--- src/hdl/back_end_settings.svh ---
// Tag width must stay equal to log2 of the reorder buffer depth because tags index the slots
`ifndef BACK_END_SETTINGS_SVH
`define BACK_END_SETTINGS_SVH

// ====================
// Datapath widths
// ====================

`define BE_DATA_W 32
`define BE_REG_W 5

// ====================
// Reorder buffer and pipes
// ====================

// Each entry is also one issue credit
`define BE_ROB_DEPTH 8
`define BE_TAG_W 3
`define BE_MUL_LAT 3

`endif

--- src/hdl/core_types_pkg.sv ---
// Data and tag types for every stage of the back end, sized by the settings header
`include "back_end_settings.svh"

package core_types_pkg;

    // ====================
    // Scalar types
    // ====================

    // One architectural data word
    typedef logic [`BE_DATA_W-1:0] data_word_t;

    // Architectural register index as seen by the issuer
    typedef logic [`BE_REG_W-1:0] reg_idx_t;

    // Reorder buffer slot, which doubles as the program order tag
    typedef logic [`BE_TAG_W-1:0] rob_tag_t;

    // ====================
    // Reorder buffer entry
    // ====================

    // The destination is written at issue
    // The result and the exception flag arrive at completion
    typedef struct packed {
        reg_idx_t   dest;
        data_word_t result;
        logic       exception;
    } rob_entry_t;

endpackage : core_types_pkg

--- src/hdl/exec_ops_pkg.sv ---
// Opcode and slot state encodings that only the back end and its issuer share
package exec_ops_pkg;

    // ====================
    // Opcodes
    // ====================

    // Only the multiply uses the long pipe
    // A trap only raises an exception at retire
    typedef enum logic [2:0] {
        OP_ADD,
        OP_SUB,
        OP_AND,
        OP_OR,
        OP_XOR,
        OP_MUL,
        OP_TRAP
    } exec_op_e;

    // Life of a reorder buffer slot from issue to retire
    typedef enum logic [1:0] {
        ST_FREE,
        ST_PENDING,
        ST_DONE
    } rob_state_e;

endpackage : exec_ops_pkg

--- src/hdl/back_end_ifs.sv ---
// Both interfaces are purely combinational bundles and carry no clock of their own
// ====================
// Completion path
// ====================

// One result per cycle from an execute path into the reorder buffer
interface completion_if;
    import core_types_pkg::*;

    logic       valid;
    rob_tag_t   tag;
    reg_idx_t   dest;
    data_word_t result;
    logic       exception;

    modport producer (output valid, output tag, output dest, output result, output exception);
    modport consumer (input valid, input tag, input dest, input result, input exception);
endinterface : completion_if

// ====================
// Forwarding lookup
// ====================

// Two source lookups answered in the same cycle by the reorder buffer
interface fwd_if;
    import core_types_pkg::*;

    reg_idx_t   [1:0] src;
    logic       [1:0] hit;
    data_word_t [1:0] data;

    modport requester (output src, input hit, input data);
    modport responder (input src, output hit, output data);
endinterface : fwd_if

--- src/hdl/operand_bypass.sv ---
// Only finished reorder buffer results are forwarded and a pending producer leaves the issue value
module operand_bypass (
    input  logic                              clk_i,
    input  logic                              rst_n_i,
    input  logic                              flush_i,
    input  logic                              issue_valid_i,
    input  exec_ops_pkg::exec_op_e            issue_op_i,
    input  core_types_pkg::rob_tag_t          issue_tag_i,
    input  core_types_pkg::reg_idx_t          issue_dest_i,
    input  core_types_pkg::reg_idx_t   [1:0]  issue_src_i,
    input  core_types_pkg::data_word_t [1:0]  issue_operand_i,
    fwd_if.requester                          fwd,
    output logic                              ex_valid_o,
    output exec_ops_pkg::exec_op_e            ex_op_o,
    output core_types_pkg::rob_tag_t          ex_tag_o,
    output core_types_pkg::reg_idx_t          ex_dest_o,
    output core_types_pkg::data_word_t [1:0]  ex_operand_o
);
    import core_types_pkg::*;

    // Operands after the forwarding choice
    data_word_t [1:0] operand_sel;

    // The lookup sees the reorder buffer as it stands before this edge
    assign fwd.src = issue_src_i;

    always_comb begin
        for (int k = 0; k < 2; k++) begin
            // A hit means the youngest writer of this register has finished
            operand_sel[k] = fwd.hit[k] ? fwd.data[k] : issue_operand_i[k];
        end
    end

    // ====================
    // Issue register
    // ====================

    always_ff @(posedge clk_i) begin
        if (!rst_n_i || flush_i) begin
            ex_valid_o <= 1'b0;
        end else begin
            ex_valid_o <= issue_valid_i;
        end
    end

    // Instruction payload handed to the execute stage
    always_ff @(posedge clk_i) begin
        ex_op_o      <= issue_op_i;
        ex_tag_o     <= issue_tag_i;
        ex_dest_o    <= issue_dest_i;
        ex_operand_o <= operand_sel;
    end

    // The issuer has to hold off during the flush cycle that the reorder buffer raises
    issue_during_flush: assert property (@(posedge clk_i) disable iff (!rst_n_i)
        flush_i |-> !issue_valid_i)
        else $error("issue_valid_i asserted while flush_i is high");

endmodule : operand_bypass

--- src/hdl/exec_unit.sv ---
// Multiply keeps only the low word of the product and a trap completes with a zero result
`include "back_end_settings.svh"

module exec_unit (
    input  logic                              clk_i,
    input  logic                              rst_n_i,
    input  logic                              flush_i,
    input  logic                              ex_valid_i,
    input  exec_ops_pkg::exec_op_e            ex_op_i,
    input  core_types_pkg::rob_tag_t          ex_tag_i,
    input  core_types_pkg::reg_idx_t          ex_dest_i,
    input  core_types_pkg::data_word_t [1:0]  ex_operand_i,
    completion_if.producer                    cpl_alu,
    completion_if.producer                    cpl_mul
);
    import core_types_pkg::*;
    import exec_ops_pkg::*;

    // ====================
    // ALU path
    // ====================

    data_word_t alu_value;
    logic       alu_valid_q;
    rob_tag_t   alu_tag_q;
    reg_idx_t   alu_dest_q;
    data_word_t alu_result_q;
    logic       alu_exc_q;

    always_comb begin
        case (ex_op_i)
            OP_ADD:  alu_value = ex_operand_i[0] + ex_operand_i[1];
            OP_SUB:  alu_value = ex_operand_i[0] - ex_operand_i[1];
            OP_AND:  alu_value = ex_operand_i[0] & ex_operand_i[1];
            OP_OR:   alu_value = ex_operand_i[0] | ex_operand_i[1];
            OP_XOR:  alu_value = ex_operand_i[0] ^ ex_operand_i[1];
            // Trap carries a zero result and the multiply never uses this path
            default: alu_value = '0;
        endcase
    end

    // ====================
    // Multiply pipe
    // ====================

    // Stage 0 holds the fresh product and the last stage reports it
    data_word_t                 mul_low;
    logic [`BE_MUL_LAT-1:0]     mul_valid_q;
    rob_tag_t                   mul_tag_q    [`BE_MUL_LAT];
    reg_idx_t                   mul_dest_q   [`BE_MUL_LAT];
    data_word_t                 mul_result_q [`BE_MUL_LAT];

    // Assigning to one word drops the upper half of the product
    assign mul_low = ex_operand_i[0] * ex_operand_i[1];

    // Valid bits of both paths are the only control state
    always_ff @(posedge clk_i) begin
        if (!rst_n_i || flush_i) begin
            alu_valid_q <= 1'b0;
            mul_valid_q <= '0;
        end else begin
            alu_valid_q <= ex_valid_i && (ex_op_i != OP_MUL);
            mul_valid_q <= {mul_valid_q[`BE_MUL_LAT-2:0], ex_valid_i && (ex_op_i == OP_MUL)};
        end
    end

    always_ff @(posedge clk_i) begin
        alu_tag_q       <= ex_tag_i;
        alu_dest_q      <= ex_dest_i;
        alu_result_q    <= alu_value;
        alu_exc_q       <= (ex_op_i == OP_TRAP);
        mul_tag_q[0]    <= ex_tag_i;
        mul_dest_q[0]   <= ex_dest_i;
        mul_result_q[0] <= mul_low;
        // Up to three multiplies move one stage per cycle
        for (int s = 1; s < `BE_MUL_LAT; s++) begin
            mul_tag_q[s]    <= mul_tag_q[s-1];
            mul_dest_q[s]   <= mul_dest_q[s-1];
            mul_result_q[s] <= mul_result_q[s-1];
        end
    end

    // ====================
    // Completions
    // ====================

    assign cpl_alu.valid     = alu_valid_q;
    assign cpl_alu.tag       = alu_tag_q;
    assign cpl_alu.dest      = alu_dest_q;
    assign cpl_alu.result    = alu_result_q;
    assign cpl_alu.exception = alu_exc_q;

    // A multiply never raises an exception
    assign cpl_mul.valid     = mul_valid_q[`BE_MUL_LAT-1];
    assign cpl_mul.tag       = mul_tag_q[`BE_MUL_LAT-1];
    assign cpl_mul.dest      = mul_dest_q[`BE_MUL_LAT-1];
    assign cpl_mul.result    = mul_result_q[`BE_MUL_LAT-1];
    assign cpl_mul.exception = 1'b0;

endmodule : exec_unit

--- src/hdl/reorder_buffer.sv ---
// Slots are indexed by tag so the issuer must hand out tags in order and only while credits remain
`include "back_end_settings.svh"

module reorder_buffer (
    input  logic                        clk_i,
    input  logic                        rst_n_i,
    completion_if.consumer              cpl_alu,
    completion_if.consumer              cpl_mul,
    fwd_if.responder                    fwd,
    input  logic                        issue_valid_i,
    input  core_types_pkg::rob_tag_t    issue_tag_i,
    input  core_types_pkg::reg_idx_t    issue_dest_i,
    output logic                        credit_o,
    output logic                        wb_valid_o,
    output core_types_pkg::reg_idx_t    wb_dest_o,
    output core_types_pkg::data_word_t  wb_data_o,
    output logic                        exception_o,
    output logic                        flush_o
);
    import core_types_pkg::*;
    import exec_ops_pkg::*;

    // ====================
    // Slot storage
    // ====================

    rob_state_e state_q [`BE_ROB_DEPTH];
    rob_entry_t entry_q [`BE_ROB_DEPTH];
    rob_tag_t   head_q;
    rob_entry_t head_entry;
    logic       retire;
    logic       trap_q;

    assign head_entry = entry_q[head_q];

    // The head leaves as soon as its result is in
    assign retire = (state_q[head_q] == ST_DONE);

    // Issue, completion and retire never touch the same slot in one cycle
    always_ff @(posedge clk_i) begin
        if (!rst_n_i || flush_o) begin
            for (int i = 0; i < `BE_ROB_DEPTH; i++) begin
                state_q[i] <= ST_FREE;
            end
            head_q <= '0;
        end else begin
            if (issue_valid_i) begin
                state_q[issue_tag_i] <= ST_PENDING;
            end
            if (cpl_alu.valid) begin
                state_q[cpl_alu.tag] <= ST_DONE;
            end
            if (cpl_mul.valid) begin
                state_q[cpl_mul.tag] <= ST_DONE;
            end
            if (retire) begin
                state_q[head_q] <= ST_FREE;
                head_q          <= head_q + rob_tag_t'(1);
            end
        end
    end

    always_ff @(posedge clk_i) begin
        if (issue_valid_i) begin
            entry_q[issue_tag_i].dest <= issue_dest_i;
        end
        if (cpl_alu.valid) begin
            entry_q[cpl_alu.tag].result    <= cpl_alu.result;
            entry_q[cpl_alu.tag].exception <= cpl_alu.exception;
        end
        if (cpl_mul.valid) begin
            entry_q[cpl_mul.tag].result    <= cpl_mul.result;
            entry_q[cpl_mul.tag].exception <= cpl_mul.exception;
        end
    end

    // ====================
    // Retire outputs
    // ====================

    // A normal retire writes back and returns its credit in the same pulse
    // A trap entry flushes instead and its credit comes back with the flush
    always_ff @(posedge clk_i) begin
        if (!rst_n_i || flush_o) begin
            wb_valid_o <= 1'b0;
            trap_q     <= 1'b0;
        end else begin
            wb_valid_o <= retire && !head_entry.exception;
            trap_q     <= retire && head_entry.exception;
        end
    end

    always_ff @(posedge clk_i) begin
        wb_dest_o <= head_entry.dest;
        wb_data_o <= head_entry.result;
    end

    assign credit_o    = wb_valid_o;
    assign exception_o = trap_q;
    assign flush_o     = trap_q;

    // ====================
    // Forwarding
    // ====================

    // Walk from the head so that a younger writer overrides an older one
    always_comb begin
        rob_tag_t scan_idx;
        for (int k = 0; k < 2; k++) begin
            fwd.hit[k]  = 1'b0;
            fwd.data[k] = '0;
            for (int a = 0; a < `BE_ROB_DEPTH; a++) begin
                scan_idx = head_q + rob_tag_t'(a);
                if (state_q[scan_idx] != ST_FREE && entry_q[scan_idx].dest == fwd.src[k]) begin
                    fwd.hit[k]  = (state_q[scan_idx] == ST_DONE);
                    fwd.data[k] = entry_q[scan_idx].result;
                end
            end
        end
    end

    // Execute must only report tags that were issued and not yet finished
    alu_cpl_pending: assert property (@(posedge clk_i) disable iff (!rst_n_i)
        cpl_alu.valid |-> state_q[cpl_alu.tag] == ST_PENDING)
        else $error("ALU completion on a slot that is not pending");

    mul_cpl_pending: assert property (@(posedge clk_i) disable iff (!rst_n_i)
        cpl_mul.valid |-> state_q[cpl_mul.tag] == ST_PENDING)
        else $error("multiply completion on a slot that is not pending");

    // An occupied target slot means the issuer went past its credits
    issue_slot_free: assert property (@(posedge clk_i) disable iff (!rst_n_i)
        issue_valid_i |-> state_q[issue_tag_i] == ST_FREE)
        else $error("issue into an occupied slot with no credit left");

endmodule : reorder_buffer

--- src/hdl/back_end.sv ---
// The issuer must follow the credit rule and stay idle in the cycle where flush_o is high
module back_end (
    input  logic                              clk_i,
    input  logic                              rst_n_i,
    input  logic                              issue_valid_i,
    input  exec_ops_pkg::exec_op_e            issue_op_i,
    input  core_types_pkg::rob_tag_t          issue_tag_i,
    input  core_types_pkg::reg_idx_t          issue_dest_i,
    input  core_types_pkg::reg_idx_t   [1:0]  issue_src_i,
    input  core_types_pkg::data_word_t [1:0]  issue_operand_i,
    output logic                              credit_o,
    output logic                              wb_valid_o,
    output core_types_pkg::reg_idx_t          wb_dest_o,
    output core_types_pkg::data_word_t        wb_data_o,
    output logic                              flush_o,
    output logic                              exception_o
);
    import core_types_pkg::*;
    import exec_ops_pkg::*;

    // ====================
    // Stage links
    // ====================

    // Results reach the reorder buffer on two paths that may finish together
    completion_if cpl_alu ();
    completion_if cpl_mul ();
    fwd_if        fwd ();

    // Registered instruction between bypass and execute
    logic             ex_valid;
    exec_op_e         ex_op;
    rob_tag_t         ex_tag;
    reg_idx_t         ex_dest;
    data_word_t [1:0] ex_operand;

    // ====================
    // Stages
    // ====================

    // The flush from the trap retire empties the front stages as well
    operand_bypass u_bypass (
        .clk_i           ( clk_i           ),
        .rst_n_i         ( rst_n_i         ),
        .flush_i         ( flush_o         ),
        .issue_valid_i   ( issue_valid_i   ),
        .issue_op_i      ( issue_op_i      ),
        .issue_tag_i     ( issue_tag_i     ),
        .issue_dest_i    ( issue_dest_i    ),
        .issue_src_i     ( issue_src_i     ),
        .issue_operand_i ( issue_operand_i ),
        .fwd             ( fwd             ),
        .ex_valid_o      ( ex_valid        ),
        .ex_op_o         ( ex_op           ),
        .ex_tag_o        ( ex_tag          ),
        .ex_dest_o       ( ex_dest         ),
        .ex_operand_o    ( ex_operand      )
    );

    exec_unit u_exec (
        .clk_i        ( clk_i      ),
        .rst_n_i      ( rst_n_i    ),
        .flush_i      ( flush_o    ),
        .ex_valid_i   ( ex_valid   ),
        .ex_op_i      ( ex_op      ),
        .ex_tag_i     ( ex_tag     ),
        .ex_dest_i    ( ex_dest    ),
        .ex_operand_i ( ex_operand ),
        .cpl_alu      ( cpl_alu    ),
        .cpl_mul      ( cpl_mul    )
    );

    // Slots are claimed straight from the issue ports
    reorder_buffer u_rob (
        .clk_i         ( clk_i         ),
        .rst_n_i       ( rst_n_i       ),
        .cpl_alu       ( cpl_alu       ),
        .cpl_mul       ( cpl_mul       ),
        .fwd           ( fwd           ),
        .issue_valid_i ( issue_valid_i ),
        .issue_tag_i   ( issue_tag_i   ),
        .issue_dest_i  ( issue_dest_i  ),
        .credit_o      ( credit_o      ),
        .wb_valid_o    ( wb_valid_o    ),
        .wb_dest_o     ( wb_dest_o     ),
        .wb_data_o     ( wb_data_o     ),
        .exception_o   ( exception_o   ),
        .flush_o       ( flush_o       )
    );

endmodule : back_end

--- config.mk ---
export PLATFORM = sky130hd
export DESIGN_NAME = back_end
export DESIGN_NICKNAME = d
export VERILOG_FILES = /design/src/hdl/core_types_pkg.sv /design/src/hdl/exec_ops_pkg.sv /design/src/hdl/back_end_ifs.sv /design/src/hdl/operand_bypass.sv /design/src/hdl/exec_unit.sv /design/src/hdl/reorder_buffer.sv /design/src/hdl/back_end.sv
export VERILOG_INCLUDE_DIRS = /design/src /design/src/hdl
export SDC_FILE = /design/constraint.sdc
export NUM_CORES = 2
export LEC_CHECK = 0
export BUFFER_PORTS_ARGS = -buffer_cell sky130_fd_sc_hd__buf_2
export CORE_ASPECT_RATIO = 1.25
export CORE_MARGIN = 2
export CORE_UTILIZATION = 35
export DETAILED_ROUTE_END_ITERATION = 8
export GPL_TIMING_DRIVEN = 0
export REMOVE_ABC_BUFFERS = 1
export SLEW_MARGIN = 20
export SYNTH_ARGS = -nofsm -noshare
export SYNTH_HDL_FRONTEND = slang
export SYNTH_SLANG_ARGS = --single-unit
--- constraint.sdc ---
create_clock -name clk_i -period 8.05 [get_ports clk_i]
set_clock_uncertainty 0.1 [all_clocks]
set_input_delay 1.2075 -clock clk_i [delete_from_list [all_inputs] [get_ports clk_i]]
set_output_delay 1.2075 -clock clk_i [all_outputs]
set_load 0.05 [all_outputs]
==> impl_metrics.py <==
metrics = {
    "status": {
        "outcome": "finished, final reports clean",
    },
    "timing": {
        "post-route-period-util_pct": 97.3,
        "rsz0062_at_grt": "no",
        "fmax_mhz": 128,
        "setup_ws_ps": 217,
        "post-route-min-period_ps": 7830,
        "hold-worst-slack_ps": 218,
        "fin_setup_tns_ps": 0,
        "relSlewSlack_pct": 30.9,
        "hold_violations": 0,
        "setup_viol_count_final": 0,
        "worst_pin_slew_ps": 1040,
        "final-max-slew-violation-count": 0,
    },
    "floorplanning": {
        "die_h_microns": 453,
        "rows": 164,
        "die_w_microns": 363,
        "start_util_pct": 35.3,
        "die_area_sq_um": 165000,
        "num_io_pins": 129,
        "core_area_sq_um": 160000,
    },
    "cells_and_area": {
        "finalNonFillerCells": 7439,
        "layout.nets": 6023,
        "synthToLayoutAreaGrowth_pct": 12.4,
        "drive_gt1_share_pct": 19.6,
    },
    "synth": {
        "yosys.area_share.simple_pct": 9.06,
        "async_flop_share_pct": 0,
        "synth.top_cells.by_area": "edfxtp_1 16%, mux4_2 16%, fa_1 14%",
        "synth_compound_area_share_pct": 11.7,
        "synth_area_leader_cell": "edfxtp_1",
        "synth_ff_type": "edfxtp_1",
        "synth-seq-area-share_pct": 25.7,
        "synth_fa_ha_area_share_pct": 19.5,
        "synth_mux_area_share_pct": 23.1,
        "synth-xor-area-share_pct": 3.46,
        "synth_area_sq_um": 56500,
        "avgSynthCellArea_sq_um": 10.5,
        "synthTopCellsByCount": "559 x inv_1, 475 x nor2_1, 431 x nand2_1",
        "postSynthCellCount": 5399,
        "synth_top_family_by_area": "multiplexers",
        "yosys_warnings": 0,
        "synth_seq_cells": 578,
        "yosysTopAreaCellShare_pct": 15.7,
        "synth.distinct_cells": 83,
        "synth_edf_count": 296,
        "yosysMostFrequentCell": "inv_1",
    },
    "setup_path": {
        "max_stage_delay_ps": 720,
        "startpoint_type": "register",
        "cp_slowest_cell": "dfxtp_2",
        "cp_top_family": "adder cells",
        "cpMostUsedCell": "fa_1",
        "crit_chain": "clkinvlp_4, buf_4, nor2_1, fa_1, fa_1, inv_1, fa_1, fa_1, inv_1, ha_1, ha_1, fa_1, fa_1, ha_1, a21o_1, a21oi_1, o22ai_1, o41ai_2, buf_2, nor2_1, o41ai_4, o21bai_1, a211oi_1, nor3_1",
        "crit_arrival_ps": 8290,
        "path_class": "register to register",
        "critPathRequiredTime_ps": 8510,
        "end_kind": "register",
        "startpoint": "u_bypass.ex_operand_o[7]",
        "crit_buf_inv": 5,
        "critPathMaxFanout": 16,
        "r2r-start": "u_bypass.ex_operand_o[7]",
    },
    "hold_path": {
        "hold_path.class": "register to register",
        "min_from": "u_exec.mul_result_q[0][37]",
    },
    "clocking": {
        "root_buffer": "clkbuf_16",
        "clk_latency_ps": 730,
        "cts.htree.levels": 2,
        "clk_pin_slew_ps": 70,
        "cts_tree": "yes",
        "cts_hold_buf": 0,
        "clock-sinks": 578,
        "cts_made_buffers": 61,
        "clockBufferDepth": 3,
    },
    "power_and_ir_drop": {
        "peakVddDrop_mv": 1.43,
        "comb_power_share_pct": 71.3,
        "power_density_nw_per_um2": 399,
        "seqPwrFrac_pct": 16.6,
        "p_leak_nw": 24.3,
        "clkPwrFrac_pct": 12.0,
        "swShare_pct": 48.2,
        "p_int_mw": 13.1,
        "p_sw_mw": 12.2,
    },
    "global_routing": {
        "track_usage_pct": 26.5,
        "grt_pass1_wl_microns": 320000,
        "antenna_found_initial": 18,
        "grt_pass1_vias": 47400,
        "grt_max_degree": 56,
        "overflow": 0,
    },
    "route": {
        "route.detailed.drc": 0,
        "dr.pass1.iters": 8,
        "drtIter0Drc": 5436,
        "ant_nets": 0,
        "vias": 46600,
        "post_drt_wl_per_cell_microns": 29.6,
        "routed_wl_microns": 220000,
        "avgViaCountPerCell": 6.27,
    },
    "flow_run": {
        "maxCapViolations": 0,
    },
    "placed_design": {
        "dp_hpwl_microns": 161000,
        "numPortBuffers": 128,
        "gp_congestion": 0.937,
        "dp.cells": 7267,
        "dp_slack_ps": -1420,
    },
}
cell type report:
class,instances,area [sq um]
clock buffer,71,1610
clock inverter,45,508
sequential,578,14600
inverter,581,2280
timing repair inverter,6,45.0
multi-input combinational,3771,38100
tap,2075,2600
timing repair buffer,302,3690
antenna,10,25.0
fill,15300,96500
layout by cell type (no fill, tap or decap), types with 23 or more instances in the layout:
cell and n:
buf_2 129, a31oi_1 46, mux2_4 31, mux2i_1 275
a22o_1 256, clkinvlp_4 23, buf_12 29, buf_16 65
dfxtp_1 242, o21ai_0 148, a211oi_1 24, a22oi_1 32
nor2b_1 25, ha_1 223, xnor2_1 174, and3_1 35
a21oi_1 119, o221ai_1 41, o22ai_1 37, edfxtp_1 296
nor2_1 459, mux4_2 394, inv_1 536, nand3_1 125
o31ai_1 35, xor2_1 45, nand2_1 429, mux2_2 70
o211ai_1 68, clkbuf_16 62, fa_1 409, buf_4 61
stage by stage:
| step | util (%) | power (mW) | cell area (sq um) |
|---|---|---|---|
| finish | 39.7 | 25.3 | 63500 |
| global route | 39.7 | 27.5 | 63500 |
| CTS | 39.6 | 25.4 | 63400 |
| detailed placement | 38.0 | 21.8 | 60900 |
| global placement | 36.1 | 21.5 | 57700 |
| floorplan | - | 16.8 | 54500 |
worst reg2reg max path: cells and delay by family (launching register included):
family,cells,cell delay [ps]
adders and majority gates,9,3750
buffers and inverters,5,910
and+or+nand+nor,3,420
AOI/OAI and AO/OA,7,1790
DFF,1,720
flip-flops by register name, indices dropped and copies added (netlist names), 5 cells and up, named ones only:
register	flops
u_rob.entry_q	304
u_exec.mul_result_q	96
u_bypass.ex_operand_o	64
u_exec.cpl_alu.result	32
u_rob.wb_data_o	32
u_rob.state_q	16
u_exec.mul_tag_q	7
u_rob.wb_dest_o	5
per-layer routing:
layer  vias to the layer above  global-route usage (%)  wire [microns]
met5                         -                       0              27
met4                         4                    21.7           21700
met3                      1172                    6.09           22200
met2                      3239                    44.4          105000
met1                     23100                    28.6           71400
li1                      19100                       -               -
power groups by stage:
| stage | Combinational [mW] | Sequential (mW) | Clock (mW) |
|---|---|---|---|
| after floorplan | 12.8 | 4.02 | 0 |
| after global routing | 20.1 | 4.24 | 3.17 |
| after global placement | 17.2 | 4.25 | 0 |
| final | 18.1 | 4.21 | 3.05 |
| after detailed placement | 17.5 | 4.24 | 0 |
| after CTS | 18.2 | 4.19 | 3.07 |
repair_timing:
action,CTS,global route
cloned,6,0
pin swaps,0,1
endpoints found under the setup margin,14,5
endpoints found under the hold margin,0,0
resized for setup,64,18
setup buffers,26,13
path summary, 6_finish.rpt:
kind | slack (ps) | endpoint | cells past startpoint
worst min-delay path | 220 | u_exec.mul_result_q[0][69] | 0
worst max-delay path | 220 | u_exec.mul_result_q[0][26] | 24
worst min register to register | 220 | u_exec.mul_result_q[0][69] | 0
worst max register to register | 220 | u_exec.mul_result_q[0][26] | 24
cell families (layout without fill, tap and decap cells):
logic type | after synthesis | count (layout)
compound gates | 925 | 925
simple gates | 1206 | 1206
fa+ha+maj | 634 | 634
xor+xnor | 221 | 221
mux | 785 | 785
buf+inv | 1050 | 1005
other cells | 0 | 10
flops | 578 | 578
(Power assumes the default switching activity.)
